==> src/verilog/cpu_mem_pkg.sv <==
package cpu_mem_pkg;

	// Address map
	localparam logic [31:0] RESET_PC      = 32'h3000_0000;
	localparam logic [31:0] CLINT_BASE    = 32'h0200_0000;
	localparam logic [31:0] CLINT_MASK    = 32'hffff_0000;
	localparam logic [15:0] MTIME_LO_ADDR = 16'hbff8;
	localparam logic [15:0] MTIME_HI_ADDR = 16'hbffc;

	// Instruction cache geometry with one refill burst per line
	localparam int LINE_WORDS   = 4;
	localparam int ICACHE_LINES = 16;
	localparam int OFFSET_W     = $clog2(LINE_WORDS);
	localparam int INDEX_W      = $clog2(ICACHE_LINES);
	localparam int TAG_W        = 32 - INDEX_W - OFFSET_W - 2;

	// AXI constants seen on the master port
	localparam logic [3:0] AXI_ID_IFU     = 4'd0;
	localparam logic [3:0] AXI_ID_LSU     = 4'd1;
	localparam logic [1:0] AXI_BURST_INCR = 2'b01;
	localparam logic [1:0] AXI_RESP_OKAY  = 2'b00;
	localparam logic [1:0] AXI_RESP_SLV   = 2'b10;

	typedef struct packed {
		logic [31:0] addr;
		logic [3:0]  id;
		logic [7:0]  len;
		logic [2:0]  size;
		logic [1:0]  burst;
	} axi_ar_t;

	typedef struct packed {
		logic [31:0] data;
		logic [1:0]  resp;
		logic        last;
		logic [3:0]  id;
	} axi_r_t;

	typedef struct packed {
		logic [31:0] addr;
		logic [3:0]  id;
		logic [7:0]  len;
		logic [2:0]  size;
		logic [1:0]  burst;
	} axi_aw_t;

	typedef struct packed {
		logic [31:0] data;
		logic [3:0]  strb;
		logic        last;
	} axi_w_t;

	typedef struct packed {
		logic [1:0] resp;
		logic [3:0] id;
	} axi_b_t;

	// Load/store side request and response
	typedef struct packed {
		logic [31:0] addr;
		logic [31:0] wdata;
		logic [3:0]  wstrb;
		logic [2:0]  size;
		logic        write;
	} lsu_req_t;

	typedef struct packed {
		logic [31:0] rdata;
		logic [1:0]  resp;
	} lsu_rsp_t;

endpackage

==> src/verilog/icache.sv <==
`timescale 1ns/1ns

module icache (
	input  logic        clock,
	input  logic        arst_n,
	input  logic        fence_i,
	input  logic [31:0] lookup_addr,
	output logic        hit,
	output logic [31:0] hit_data,
	input  logic        fill_en,
	input  logic [31:0] fill_addr,
	input  logic [31:0] fill_data,
	input  logic        fill_done
);

	import cpu_mem_pkg::*;

	logic [31:0]        data_mem [ICACHE_LINES][LINE_WORDS];
	logic [TAG_W-1:0]   tag_mem  [ICACHE_LINES];
	logic [ICACHE_LINES-1:0] valid_q;

	logic [INDEX_W-1:0]  lk_index;
	logic [OFFSET_W-1:0] lk_offset;
	logic [TAG_W-1:0]    lk_tag;
	logic [INDEX_W-1:0]  fl_index;
	logic [OFFSET_W-1:0] fl_offset;
	logic [TAG_W-1:0]    fl_tag;

	// Address split into tag, index, word offset and byte offset
	assign lk_offset = lookup_addr[2 +: OFFSET_W];
	assign lk_index  = lookup_addr[2 + OFFSET_W +: INDEX_W];
	assign lk_tag    = lookup_addr[31 -: TAG_W];

	assign fl_offset = fill_addr[2 +: OFFSET_W];
	assign fl_index  = fill_addr[2 + OFFSET_W +: INDEX_W];
	assign fl_tag    = fill_addr[31 -: TAG_W];

	// Lookup is purely combinational
	assign hit      = valid_q[lk_index] && (tag_mem[lk_index] == lk_tag);
	assign hit_data = data_mem[lk_index][lk_offset];

	always_ff @(posedge clock) begin
		if (fill_en) begin
			data_mem[fl_index][fl_offset] <= fill_data;
		end
		if (fill_done) begin
			tag_mem[fl_index] <= fl_tag;
		end
	end

	// A line becomes valid only after its last refill word is written
	always_ff @(posedge clock or negedge arst_n) begin
		if (!arst_n) begin
			valid_q <= '0;
		end else if (fence_i) begin
			valid_q <= '0;
		end else if (fill_done) begin
			valid_q[fl_index] <= 1'b1;
		end
	end

	// The fetch unit drops refill writes in the cycle of a fence.i pulse
	a_no_fill_on_fence: assert property (
		@(posedge clock) disable iff (!arst_n)
		!(fill_en && fence_i)
	);

endmodule

==> src/verilog/ifu.sv <==
`timescale 1ns/1ns

module ifu (
	input  logic                 clock,
	input  logic                 arst_n,
	input  logic                 redirect,
	input  logic [31:0]          redirect_pc,
	input  logic                 fence_i,
	output logic [31:0]          inst,
	output logic [31:0]          inst_pc,
	output logic                 inst_valid,
	input  logic                 inst_ready,
	output cpu_mem_pkg::axi_ar_t ar,
	output logic                 arvalid,
	input  logic                 arready,
	input  cpu_mem_pkg::axi_r_t  r,
	input  logic                 rvalid,
	output logic                 rready,
	output logic [31:0]          lookup_addr,
	input  logic                 hit,
	input  logic [31:0]          hit_data,
	output logic                 fill_en,
	output logic [31:0]          fill_addr,
	output logic [31:0]          fill_data,
	output logic                 fill_done
);

	import cpu_mem_pkg::*;

	typedef enum logic [1:0] {
		S_LOOKUP,
		S_REQUEST,
		S_REFILL,
		S_PRESENT
	} state_t;

	state_t              state_q;
	logic [31:0]         pc_q;
	logic [31:0]         inst_q;
	logic [OFFSET_W-1:0] beat_q;
	logic                redir_pend_q;
	logic [31:0]         redir_pc_q;
	logic                fence_seen_q;
	logic                rd_beat;
	logic                refill_end;

	assign rd_beat    = rvalid && rready;
	assign refill_end = rd_beat && r.last;

	assign lookup_addr = pc_q;
	assign inst        = inst_q;
	assign inst_pc     = pc_q;
	assign inst_valid  = (state_q == S_PRESENT);

	// Line-aligned INCR burst for the current PC
	assign arvalid  = (state_q == S_REQUEST);
	assign ar.addr  = {pc_q[31:OFFSET_W+2], {(OFFSET_W + 2){1'b0}}};
	assign ar.id    = AXI_ID_IFU;
	assign ar.len   = 8'(LINE_WORDS - 1);
	assign ar.size  = 3'd2;
	assign ar.burst = AXI_BURST_INCR;
	assign rready   = (state_q == S_REFILL);

	// Refill words go straight into the cache
	// A fence mid-refill keeps the line invalid
	assign fill_en   = rd_beat && !fence_i;
	assign fill_addr = {pc_q[31:OFFSET_W+2], beat_q, 2'b00};
	assign fill_data = r.data;
	assign fill_done = refill_end && !fence_i && !fence_seen_q;

	always_ff @(posedge clock or negedge arst_n) begin
		if (!arst_n) begin
			state_q      <= S_LOOKUP;
			pc_q         <= RESET_PC;
			beat_q       <= '0;
			redir_pend_q <= 1'b0;
			fence_seen_q <= 1'b0;
		end else begin
			fence_seen_q <= fence_i || (fence_seen_q && state_q != S_LOOKUP);
			if (rd_beat) begin
				beat_q <= beat_q + 1'b1;
			end
			// A redirect during a burst waits for the burst to finish
			if (redirect && (state_q == S_REQUEST || (state_q == S_REFILL && !refill_end))) begin
				redir_pend_q <= 1'b1;
			end
			case (state_q)
				S_LOOKUP: begin
					if (redirect) begin
						pc_q <= redirect_pc;
					end else if (hit) begin
						state_q <= S_PRESENT;
					end else begin
						state_q <= S_REQUEST;
					end
				end
				S_REQUEST: begin
					if (arready) begin
						state_q <= S_REFILL;
						beat_q  <= '0;
					end
				end
				S_REFILL: begin
					if (refill_end && (redirect || redir_pend_q)) begin
						pc_q         <= redirect ? redirect_pc : redir_pc_q;
						redir_pend_q <= 1'b0;
						state_q      <= S_LOOKUP;
					end else if (refill_end) begin
						state_q <= S_PRESENT;
					end
				end
				default: begin
					if (redirect) begin
						pc_q    <= redirect_pc;
						state_q <= S_LOOKUP;
					end else if (inst_ready) begin
						pc_q    <= pc_q + 32'd4;
						state_q <= S_LOOKUP;
					end
				end
			endcase
		end
	end

	always_ff @(posedge clock) begin
		if (state_q == S_LOOKUP && hit) begin
			inst_q <= hit_data;
		end
		// Keep the beat that carries the word at the current PC
		if (rd_beat && beat_q == pc_q[2 +: OFFSET_W]) begin
			inst_q <= r.data;
		end
		if (redirect && (state_q == S_REQUEST || state_q == S_REFILL)) begin
			redir_pc_q <= redirect_pc;
		end
	end

	a_ar_stable: assert property (
		@(posedge clock) disable iff (!arst_n)
		arvalid && !arready |=> arvalid && $stable(ar)
	);

	// Burst has LINE_WORDS beats and last sits on the final one
	a_refill_len: assert property (
		@(posedge clock) disable iff (!arst_n)
		rd_beat |-> (r.last == (beat_q == OFFSET_W'(LINE_WORDS - 1)))
	);

endmodule

==> src/verilog/clint.sv <==
`timescale 1ns/1ns

module clint (
	input  logic                 clock,
	input  logic                 arst_n,
	input  cpu_mem_pkg::axi_ar_t ar,
	input  logic                 arvalid,
	output logic                 arready,
	output cpu_mem_pkg::axi_r_t  r,
	output logic                 rvalid,
	input  logic                 rready
);

	import cpu_mem_pkg::*;

	logic [63:0] mtime_q;
	logic        rvalid_q;
	axi_r_t      r_q;
	logic [15:0] offset;

	assign offset  = ar.addr[15:0];
	assign arready = !rvalid_q;
	assign rvalid  = rvalid_q;
	assign r       = r_q;

	always_ff @(posedge clock or negedge arst_n) begin
		if (!arst_n) begin
			mtime_q  <= '0;
			rvalid_q <= 1'b0;
		end else begin
			mtime_q <= mtime_q + 64'd1;
			if (arvalid && arready) begin
				rvalid_q <= 1'b1;
			end else if (rready) begin
				rvalid_q <= 1'b0;
			end
		end
	end

	// Counter value is sampled at the AR handshake
	always_ff @(posedge clock) begin
		if (arvalid && arready) begin
			case (offset)
				MTIME_LO_ADDR: r_q <= '{data: mtime_q[31:0], resp: AXI_RESP_OKAY, last: 1'b1, id: ar.id};
				MTIME_HI_ADDR: r_q <= '{data: mtime_q[63:32], resp: AXI_RESP_OKAY, last: 1'b1, id: ar.id};
				default:       r_q <= '{data: 32'd0, resp: AXI_RESP_SLV, last: 1'b1, id: ar.id};
			endcase
		end
	end

endmodule

==> src/verilog/xbar.sv <==
`timescale 1ns/1ns

module xbar (
	input  logic                  clock,
	input  logic                  arst_n,
	input  cpu_mem_pkg::axi_ar_t  ar,
	input  logic                  arvalid,
	output logic                  arready,
	output cpu_mem_pkg::axi_r_t   r,
	output logic                  rvalid,
	input  logic                  rready,
	input  cpu_mem_pkg::lsu_req_t lsu_req,
	input  logic                  lsu_req_valid,
	output logic                  lsu_req_ready,
	output cpu_mem_pkg::lsu_rsp_t lsu_rsp,
	output logic                  lsu_rsp_valid,
	output cpu_mem_pkg::axi_ar_t  clint_ar,
	output logic                  clint_arvalid,
	input  logic                  clint_arready,
	input  cpu_mem_pkg::axi_r_t   clint_r,
	input  logic                  clint_rvalid,
	output cpu_mem_pkg::axi_ar_t  m_ar,
	output logic                  m_arvalid,
	input  logic                  m_arready,
	input  cpu_mem_pkg::axi_r_t   m_r,
	input  logic                  m_rvalid,
	output logic                  m_rready,
	output cpu_mem_pkg::axi_aw_t  m_aw,
	output logic                  m_awvalid,
	input  logic                  m_awready,
	output cpu_mem_pkg::axi_w_t   m_w,
	output logic                  m_wvalid,
	input  logic                  m_wready,
	input  cpu_mem_pkg::axi_b_t   m_b,
	input  logic                  m_bvalid,
	output logic                  m_bready
);

	import cpu_mem_pkg::*;

	// Owner of the single outstanding read
	typedef enum logic [1:0] {
		OWN_NONE,
		OWN_IFU,
		OWN_MEM,
		OWN_CLINT
	} own_t;

	own_t    own_q;
	own_t    own_d;
	own_t    pick;
	logic    ar_done_q;
	logic    aw_done_q;
	logic    w_done_q;
	logic    wr_resp_q;
	logic    lsu_is_clint;
	logic    lsu_busy;
	logic    wr_go;
	logic    wr_accept;
	logic    ar_hs;
	logic    rd_end;
	axi_ar_t lsu_ar;

	assign lsu_is_clint = (lsu_req.addr & CLINT_MASK) == CLINT_BASE;
	assign lsu_busy     = own_q == OWN_MEM || own_q == OWN_CLINT || wr_resp_q;
	assign lsu_ar       = '{addr: lsu_req.addr, id: AXI_ID_LSU, len: 8'd0,
		size: lsu_req.size, burst: AXI_BURST_INCR};

	// Data read beats fetch when both show up while idle
	always_comb begin
		pick = OWN_NONE;
		if (lsu_req_valid && !lsu_req.write && !wr_resp_q) begin
			pick = lsu_is_clint ? OWN_CLINT : OWN_MEM;
		end else if (arvalid) begin
			pick = OWN_IFU;
		end
	end

	// Once a source is presented it stays selected until its read ends
	assign own_d = (own_q == OWN_NONE) ? pick : own_q;

	assign m_ar          = (own_d == OWN_IFU) ? ar : lsu_ar;
	assign m_arvalid     = !ar_done_q && (own_d == OWN_IFU || own_d == OWN_MEM);
	assign clint_ar      = lsu_ar;
	assign clint_arvalid = !ar_done_q && own_d == OWN_CLINT;
	assign arready       = !ar_done_q && own_d == OWN_IFU && m_arready;
	assign ar_hs         = (m_arvalid && m_arready) || (clint_arvalid && clint_arready);

	assign r        = m_r;
	assign rvalid   = m_rvalid && ar_done_q && own_q == OWN_IFU;
	assign m_rready = ar_done_q && (own_q == OWN_MEM || (own_q == OWN_IFU && rready));
	assign rd_end   = ar_done_q && ((own_q == OWN_IFU && m_rvalid && rready && m_r.last) ||
		(own_q == OWN_MEM && m_rvalid) || (own_q == OWN_CLINT && clint_rvalid));

	// Write issues aw and w together and completes once both are taken
	assign wr_go     = lsu_req_valid && lsu_req.write && !lsu_busy;
	assign m_aw      = '{addr: lsu_req.addr, id: AXI_ID_LSU, len: 8'd0,
		size: lsu_req.size, burst: AXI_BURST_INCR};
	assign m_awvalid = wr_go && !aw_done_q;
	assign m_w       = '{data: lsu_req.wdata, strb: lsu_req.wstrb, last: 1'b1};
	assign m_wvalid  = wr_go && !w_done_q;
	assign wr_accept = wr_go && (aw_done_q || m_awready) && (w_done_q || m_wready);
	assign m_bready  = wr_resp_q;

	assign lsu_req_ready = wr_accept || (!ar_done_q && ((own_d == OWN_MEM && m_arready) ||
		(own_d == OWN_CLINT && clint_arready)));

	always_comb begin
		lsu_rsp       = '{rdata: m_r.data, resp: m_r.resp};
		lsu_rsp_valid = ar_done_q && own_q == OWN_MEM && m_rvalid;
		if (wr_resp_q) begin
			lsu_rsp       = '{rdata: 32'd0, resp: m_b.resp};
			lsu_rsp_valid = m_bvalid;
		end else if (own_q == OWN_CLINT) begin
			lsu_rsp       = '{rdata: clint_r.data, resp: clint_r.resp};
			lsu_rsp_valid = ar_done_q && clint_rvalid;
		end
	end

	always_ff @(posedge clock or negedge arst_n) begin
		if (!arst_n) begin
			own_q     <= OWN_NONE;
			ar_done_q <= 1'b0;
			aw_done_q <= 1'b0;
			w_done_q  <= 1'b0;
			wr_resp_q <= 1'b0;
		end else begin
			if (own_q == OWN_NONE) begin
				own_q <= pick;
			end
			if (ar_hs) begin
				ar_done_q <= 1'b1;
			end
			if (rd_end) begin
				own_q     <= OWN_NONE;
				ar_done_q <= 1'b0;
			end
			if (wr_accept) begin
				aw_done_q <= 1'b0;
				w_done_q  <= 1'b0;
				wr_resp_q <= 1'b1;
			end else begin
				if (m_awvalid && m_awready) begin
					aw_done_q <= 1'b1;
				end
				if (m_wvalid && m_wready) begin
					w_done_q <= 1'b1;
				end
				if (m_bvalid && m_bready) begin
					wr_resp_q <= 1'b0;
				end
			end
		end
	end

	// Slaves only answer requests that this crossbar has issued
	a_r_expected: assert property (
		@(posedge clock) disable iff (!arst_n)
		m_rvalid |-> ar_done_q && (own_q == OWN_IFU || own_q == OWN_MEM)
	);

	a_b_expected: assert property (
		@(posedge clock) disable iff (!arst_n)
		m_bvalid |-> wr_resp_q
	);

endmodule

==> src/verilog/cpu_mem_top.sv <==
`timescale 1ns/1ns

module cpu_mem_top (
	input  logic                  clock,
	input  logic                  arst_n,
	input  logic                  redirect,
	input  logic [31:0]           redirect_pc,
	input  logic                  fence_i,
	output logic [31:0]           inst,
	output logic [31:0]           inst_pc,
	output logic                  inst_valid,
	input  logic                  inst_ready,
	input  cpu_mem_pkg::lsu_req_t lsu_req,
	input  logic                  lsu_req_valid,
	output logic                  lsu_req_ready,
	output cpu_mem_pkg::lsu_rsp_t lsu_rsp,
	output logic                  lsu_rsp_valid,
	output cpu_mem_pkg::axi_ar_t  m_ar,
	output logic                  m_arvalid,
	input  logic                  m_arready,
	input  cpu_mem_pkg::axi_r_t   m_r,
	input  logic                  m_rvalid,
	output logic                  m_rready,
	output cpu_mem_pkg::axi_aw_t  m_aw,
	output logic                  m_awvalid,
	input  logic                  m_awready,
	output cpu_mem_pkg::axi_w_t   m_w,
	output logic                  m_wvalid,
	input  logic                  m_wready,
	input  cpu_mem_pkg::axi_b_t   m_b,
	input  logic                  m_bvalid,
	output logic                  m_bready
);

	import cpu_mem_pkg::*;

	// Fetch to crossbar
	axi_ar_t     ifu_ar;
	logic        ifu_arvalid;
	logic        ifu_arready;
	axi_r_t      ifu_r;
	logic        ifu_rvalid;
	logic        ifu_rready;

	// Fetch to cache
	logic [31:0] lookup_addr;
	logic        ic_hit;
	logic [31:0] ic_hit_data;
	logic        fill_en;
	logic [31:0] fill_addr;
	logic [31:0] fill_data;
	logic        fill_done;

	// Crossbar to timer
	axi_ar_t     clint_ar;
	logic        clint_arvalid;
	logic        clint_arready;
	axi_r_t      clint_r;
	logic        clint_rvalid;

	ifu i_ifu (
		.clock(clock), .arst_n(arst_n),
		.redirect(redirect), .redirect_pc(redirect_pc), .fence_i(fence_i),
		.inst(inst), .inst_pc(inst_pc), .inst_valid(inst_valid), .inst_ready(inst_ready),
		.ar(ifu_ar), .arvalid(ifu_arvalid), .arready(ifu_arready),
		.r(ifu_r), .rvalid(ifu_rvalid), .rready(ifu_rready),
		.lookup_addr(lookup_addr), .hit(ic_hit), .hit_data(ic_hit_data),
		.fill_en(fill_en), .fill_addr(fill_addr), .fill_data(fill_data), .fill_done(fill_done)
	);

	icache i_icache (
		.clock(clock), .arst_n(arst_n), .fence_i(fence_i),
		.lookup_addr(lookup_addr), .hit(ic_hit), .hit_data(ic_hit_data),
		.fill_en(fill_en), .fill_addr(fill_addr), .fill_data(fill_data), .fill_done(fill_done)
	);

	xbar i_xbar (
		.clock(clock), .arst_n(arst_n),
		.ar(ifu_ar), .arvalid(ifu_arvalid), .arready(ifu_arready),
		.r(ifu_r), .rvalid(ifu_rvalid), .rready(ifu_rready),
		.lsu_req(lsu_req), .lsu_req_valid(lsu_req_valid), .lsu_req_ready(lsu_req_ready),
		.lsu_rsp(lsu_rsp), .lsu_rsp_valid(lsu_rsp_valid),
		.clint_ar(clint_ar), .clint_arvalid(clint_arvalid), .clint_arready(clint_arready),
		.clint_r(clint_r), .clint_rvalid(clint_rvalid),
		.m_ar(m_ar), .m_arvalid(m_arvalid), .m_arready(m_arready),
		.m_r(m_r), .m_rvalid(m_rvalid), .m_rready(m_rready),
		.m_aw(m_aw), .m_awvalid(m_awvalid), .m_awready(m_awready),
		.m_w(m_w), .m_wvalid(m_wvalid), .m_wready(m_wready),
		.m_b(m_b), .m_bvalid(m_bvalid), .m_bready(m_bready)
	);

	// Timer responses are always accepted by the crossbar
	clint i_clint (
		.clock(clock), .arst_n(arst_n),
		.ar(clint_ar), .arvalid(clint_arvalid), .arready(clint_arready),
		.r(clint_r), .rvalid(clint_rvalid), .rready(1'b1)
	);

endmodule

==> config.mk <==
export PLATFORM = sky130hd
export DESIGN_NAME = cpu_mem_top
export DESIGN_NICKNAME = d
export VERILOG_FILES = /design/src/verilog/cpu_mem_pkg.sv /design/src/verilog/icache.sv /design/src/verilog/ifu.sv /design/src/verilog/clint.sv /design/src/verilog/xbar.sv /design/src/verilog/cpu_mem_top.sv
export SDC_FILE = /design/constraint.sdc
export NUM_CORES = 2
export LEC_CHECK = 0
export ABC_CLOCK_PERIOD_IN_PS = 4400
export BUFFER_PORTS_ARGS = -buffer_cell sky130_fd_sc_hd__buf_2
export CORE_ASPECT_RATIO = 1.75
export CORE_UTILIZATION = 40
export CTS_CLUSTER_SIZE = 30
export DETAILED_ROUTE_END_ITERATION = 10
export PLACE_DENSITY = 0.58
export REMOVE_ABC_BUFFERS = 1
export SKIP_CTS_REPAIR_TIMING = 1
export SYNTH_ARGS = -nofsm -noshare
export SYNTH_HDL_FRONTEND = slang
export SYNTH_SLANG_ARGS = --single-unit
==> constraint.sdc <==
create_clock -name clock -period 4.4 [get_ports clock]
set_clock_uncertainty 0.15 [all_clocks]
set_input_delay 1.1 -clock clock [delete_from_list [all_inputs] [get_ports clock]]
set_output_delay 1.1 -clock clock [all_outputs]
set_load 0.005 [all_outputs]
Yosys cells after proc, flatten, opt, wreduce, memory -nomap -nowiden:

Memories as Yosys holds them, arrays and structs flattened.
Index checks and enable logic that the tools add are counted.

* output and inout bits: 241
* bits in read-only memories: 0
* memory bits (writable): 2432
* bits in latches: 0
* memories: 2
* register bits: 223
* bits of input ports: 160
* word-level logic and storage cells: 193

Memory list
* i_icache.data_mem: words 16, width 128, read ports 1, clocked after Yosys merged registers in 0, write ports 1, line icache.sv:18 `logic [31:0] data_mem [ICACHE_LINES][LINE_WORDS];`
* i_icache.tag_mem: words 16, width 24, read ports 1, clocked after Yosys merged registers in 0, write ports 1, line icache.sv:19 `logic [TAG_W-1:0] tag_mem [ICACHE_LINES];`

* divide/modulo/power cells: 0
* bitwise logic cells: 4
* multiply operators: 0
* $lt $le $gt $ge: 5
* multiplexer cells: 57
* shifts and indexed selects: 0
* $add $sub $neg: 3
* reduce and logical (&&, ||, !) cells: 86
* equality and inequality tests: 19

Operators by type and width (number)
* two-way mux 32 bit: 10
* two-way mux 128 bit: 1
* one-hot mux 32 bit (3 select lines): 1
* one-hot mux 39 bit (2 select lines): 1
* two-way mux 34 bit: 2
* adder 64 x 1 -> 64 bit (second input constant): 1
* binary-select mux 32 bit (select 2 bit): 1
* demux 32 bit (select 2 bit): 1
* two-way mux 49 bit: 1
* logical AND 1 bit: 48
* adder 32 x 3 -> 32 bit (second input constant): 1
* == test 16 bit (second input constant): 2
* two-way mux 16 bit: 2
* two-way mux 2 bit: 13
* == test 24 bit: 1
* two-way mux 1 bit: 21
* == test 16 x 10 -> 1 bit (second input constant): 1
* OR 16 bit: 1
* logical OR 1 bit: 15
* nonzero test 2 bit: 7
* == test 2 bit (second input constant): 6
* logical NOT 1 bit: 10
* != test 2 bit (second input constant): 4
* AND reduction 4 bit: 2
* other kinds (16): 21

Longest topological paths before layout:

* depth after elaboration: 12
* depth in mapped cells: 15
* gate-level depth less buffers: 14

Cells and area by module:

A second synthesis with hierarchy kept.

* cell total of the unflattened synthesis: 5171
* area, all modules: 107441.8 sq um

Modules (own cells, without submodules)
* icache: cells an instance 3775, area an instance 93793.7 sq um, sequential area each 73430.4 sq um, times used 1
* ifu: cells an instance 595, area an instance 6254.7 sq um, sequential area each 2875.3 sq um, times used 1
* clint: cells an instance 393, area an instance 4603.2 sq um, sequential area each 2737.6 sq um, times used 1
* xbar: cells an instance 407, area an instance 2786.4 sq um, sequential area each 150.1 sq um, times used 1
* cpu_mem_top: cells an instance 1, area an instance 3.8 sq um, sequential area each 0.0 sq um, times used 1

Worst setup path before layout:

No wires, ideal clock.

* path type: flip-flop to flip-flop
* start: reg i_ifu.pc_q[4], in the netlist i_ifu.inst_pc[4]
* end: reg i_ifu.inst_q[0], in the netlist i_ifu.inst[0], enable pin
* clock period less this slack: 4663 ps
* path buffers: 3
* stages on the path, launching flop included: 10
* slack: -263 ps
* data required time: 3822 ps
* library setup time: 428 ps
* arrival time: 4085 ps
* path through: dfrtp_1 -> buf_2 -> clkbuf_1 -> buf_2 -> mux4_2 -> mux4_2 -> xor2_1 -> nor4_1 -> o2111ai_1 -> o21bai_1

* longest elaborated chain between the ends: 5
* elaborated cells on any way between the ends: 7
* classes of those cells: eq/ne: 1; mux: 2; reduce/logical: 3; memory: 1

RTL lines
* start: declaration: line ifu.sv:38 `logic [31:0] pc_q;`
* start signal: assignment: line ifu.sv:90 `pc_q <= redirect_pc;`
* start signal: assignment: line ifu.sv:105 `pc_q <= redirect ? redirect_pc : redir_pc_q;`
* start signal: assignment: line ifu.sv:114 `pc_q <= redirect_pc;`
* memory read (16 x 24 bit) or binary-select mux 1 bit (select 4 bit) (tied branches)
* == test 24 bit or two-way mux 1 bit (tied branches): line icache.sv:39 `assign hit = valid_q[lk_index] && (tag_mem[lk_index] == lk_tag);`
* logical AND 1 bit (*): line icache.sv:39
* logical AND 1 bit (*): line ifu.sv:126 `if (state_q == S_LOOKUP && hit) begin`
* nonzero test 2 bit (no line) (*)
* end signal: assignment: line ifu.sv:127 `inst_q <= hit_data;`
* end signal: assignment: line ifu.sv:131 `inst_q <= r.data;`
* end: declaration: line ifu.sv:39 `logic [31:0] inst_q;`

Mark *: on every way between the ends. The rest lies on a longest branch, timed or not. The select of a mux whose other input is x is not followed.
A chain may end at the register's enable or synchronous reset.

==> flow_summary_export.csv <==
group,metric,value,unit
status,outcome,"finished, final reports clean",
min_path,hp-class,"in -> async",
clock_tree,cts_root_buf,"clkbuf_16",
pwr,seq_power_share,42.3,%
pwr,swShare,29.46,%
sta,setup_viol,0,
worst_setup_path,cp_slowest_cell,"mux2_2",
floorplan,ios,401,
synth,synthXorXnorAreaFrac,0.8177,%
synth,synth_largest_area_cell,"edfxtp_1",
floorplan,die_w,389.2,um
placement,port_buffers,294,
floorplan,coreArea,260700,um^2
synth,yosysTopAreaCellShare,72.35,%
synth,ys.flop_type,"edfxtp_1",
clock_tree,cts_buffers,230,
worst_setup_path,crit_top_cell,"nor2_1",
synth,synth_compound_area_share,1.332,%
worst_setup_path,crit_start,"lsu_req[57]",
global_routing,grt_usage,21.39,%
clock_tree,clk_latency,870,ps
global_routing,grt_max_degree,101,
synth,yosys.area_share.simple,2.360,%
clock_tree,clkSlewWorstSetupHoldPaths,70,ps
worst_setup_path,critPathMaxFanout,8,
placement,dp_hpwl,174400,um
sta,fin_tns_setup,0,ps
sta,fmaxAchievable,0.2298,GHz
worst_setup_path,required,3150,ps
sta,timing.slew.headroom,21.59,%
pwr,p_comb_share,29.6,%
pwr,p_leak,38.09,nW
floorplan,start_util,40.27,%
global_routing,grt_antenna_before_repair,25,
worst_setup_path,rr_startpoint,"i_ifu.inst_pc[4]",
drt,first_iter_violations,4635,
synth,ys_ff_latch,2654,
sta,holdWs,108.7,ps
finish,syn2layout_area_growth,14.34,%
worst_setup_path,reg2reg_depth,12,
sta,final_hold_viol_count,0,
finish,final_common_cell,"edfxtp_1",
synth,ys_warn_count,0,
synth,postSynthCellCount,4858,
pwr,cellPowerDensity,580.9,nW/um^2
global_routing,grt_pass1_vias,53500,
worst_setup_path,max_stage_delay,320,ps
floorplan,die_area,264500,um^2
worst_setup_path,critPathCaptureType,"primary output",
drt,ant_nets,0,
finish,layout_common_cells,"edfxtp_1 (2529), mux4_2 (770), buf_2 (281)",
synth,ys_async_sr_fraction,4.710,%
finish,regArea,79090,um^2
drt,num_vias,51034,
sta,period_share,98.88,%
global_routing,gr-total-overflow,0,
synth,ys_types,69,
synth,syn_avg_cell_area,21.61,um^2
pwr,peakVddDrop,0.5139,mV
worst_setup_path,crit_arrival,3100,ps
sta,fin_crit,4351,ps
drt,viasPerCell,5.727,
pwr,cellInternalPower,49.18,mW
clock_tree,htreeDepth,4,
synth,synth_edf_count,2529,
run,maxCapViolCount,0,
worst_setup_path,start_kind,"input port",
global_routing,grt_pass1_wl,400800,um
floorplan,num_rows,248,
synth,synth_top_family_by_area,"multiplexers",
finish,num-nets-final,5515,
sta,tightest_slew,1172,ps
drt,drc,0,
placement,gp_congestion,0.8924,
synth,synth_fa_ha_area_share,0.1550,%
sta,slew_viol_final,0,
synth,yosysSeqAreaShare,75.34,%
synth,synth_mux_area_share,17.92,%
drt,wl_per_cell,31.81,um
pwr,switching_power,20.54,mW
clock_tree,cts_tree,"built",
finish,drive_gt1_share,33.31,%
drt,drt_wl_total,283500,um
clock_tree,cts_sinks,2654,
pwr,clkPwrFrac,28.1,%
sta,rsz0062_at_grt,"true",
floorplan,fp.dieH,679.7,um
drt,dr.pass1.iters,7,
synth,synth_area,105000,um^2
worst_setup_path,reg2reg_to,"i_ifu.inst[29]",
worst_setup_path,critical_path_class,"in -> out",
finish,nFillCells,21740,
finish,multiInputGateArea,24510,um^2
synth,synthTopCellsByArea,"edfxtp_1 (72%), mux4_2 (17%), dfrtp_1 (2.9%)",
worst_setup_path,cp_cell_sequence,"buf_6, nor4_4, buf_4, nand4_1, nor2_1, a21oi_1, nor2_1, nor2_1, inv_1, ha_4, clkbuf_16, mux2_2, buf_2",
worst_setup_path,rrSetupSlack,220,ps
clock_tree,clk_path_buf_depth,4,
[Yosys cell counts (13+ instances only)]
library cell / number
inv_1: 31
nand2_1: 154
nor2b_1: 14
o21ai_0: 57
buf_1: 31
clkbuf_1: 147
buf_2: 65
ha_1: 13
nor2_1: 227
mux2_2: 66
a22oi_1: 22
nand4_1: 22
dfrtp_1: 123
mux2i_1: 72
nor3_1: 22
xnor2_1: 67
nand3_1: 45
xor2_1: 31
edfxtp_1: 2529
a21oi_1: 57
mux4_2: 770
buf_4: 130
[flip-flops by register name (all words and copies together), names as in the netlist]
signal	cells
i_clint.r	33
i_xbar.w_done_q	1
i_xbar.aw_done_q	1
i_xbar.own_q	2
i_ifu.inst_pc	32
i_ifu.redir_pend_q	1
i_icache.tag_mem	384
i_ifu.fence_seen_q	1
i_clint.mtime_q	64
i_xbar.ar_done_q	1
i_ifu.redir_pc_q	32
i_xbar.m_bready	1
i_ifu.state_q	2
i_ifu.beat_q	2
i_clint.rvalid	1
i_icache.valid_q	16
i_ifu.inst	32
i_icache.data_mem	2048
[stage by stage]
step	std cells	cell area, um^2	power [mW]	worst slack, ps	utilization [%]
detailed placement	8480	112700	50.74	-192.8	43.25
finish	8911	120000	69.72	49.12	46.05
CTS	8897	119800	70.18	-203.2	45.96
global placement	8480	112700	50.58	-239.1	43.25
global route	8908	120000	72.08	-110.2	46.04
floorplan	4502	103000	39.63	-29080	-
[kinds of logic after synthesis]
group / Yosys count
flip-flops: 2654
multiplexers: 908
AND/OR/NAND/NOR: 553
buffers and inverters: 415
AO/OA/AOI/OAI: 215
XOR/XNOR: 98
adder cells (fa/ha/maj): 13
other: 2
[layout make-up]
| class | count | area share (%) |
|---|---|---|
| Timing Repair Buffer | 608 | 4.148 |
| Multi-Input combinational cell | 1813 | 20.43 |
| Sequential cell | 2654 | 65.90 |
| Tap cell | 3375 | 3.519 |
| Inverter | 35 | 0.1157 |
| Antenna cell | 9 | 0.01877 |
| Clock buffer | 309 | 5.139 |
| Clock inverter | 108 | 0.7319 |
[how the worst max path moves through the flow]
stage / to
finish: m_ar[37]
global route: m_ar[43]
CTS: m_ar[35]
detailed placement: m_ar[35]
global placement: m_ar[48]
floorplan: i_ifu.inst[0]
[power groups by stage]
stage	Combinational, mW	Sequential (mW)	Clock, mW
3_5_place_dp	20.7	30.0	0
2_1_floorplan	9.09	30.5	0
6_report	20.6	29.5	19.6
3_3_place_gp	20.6	30.0	0
5_1_grt	21.8	29.5	20.8
4_1_cts	20.7	29.5	19.9
[worst max-delay path: cells and delay by family]
kind                     cells  cell delay (ps)
AO/OA/AOI/OAI                1               50
adder cells (fa/ha/maj)      1              230
AND/OR/NAND/NOR              5              710
multiplexers                 1              320
buffers and inverters        5              670
[layer usage]
metal | vias to the layer above | share of wire (%) | global-route usage, %
li1 | 20978 | - | -
met1 | 27787 | 37 | 25.83
met4 | 6 | 3.5 | 7.176
met5 | - | 0.040 | 0.2388
met2 | 1821 | 54 | 39.29
met3 | 442 | 5.2 | 2.593
Note: power is estimated with default switching activity, not from simulation.
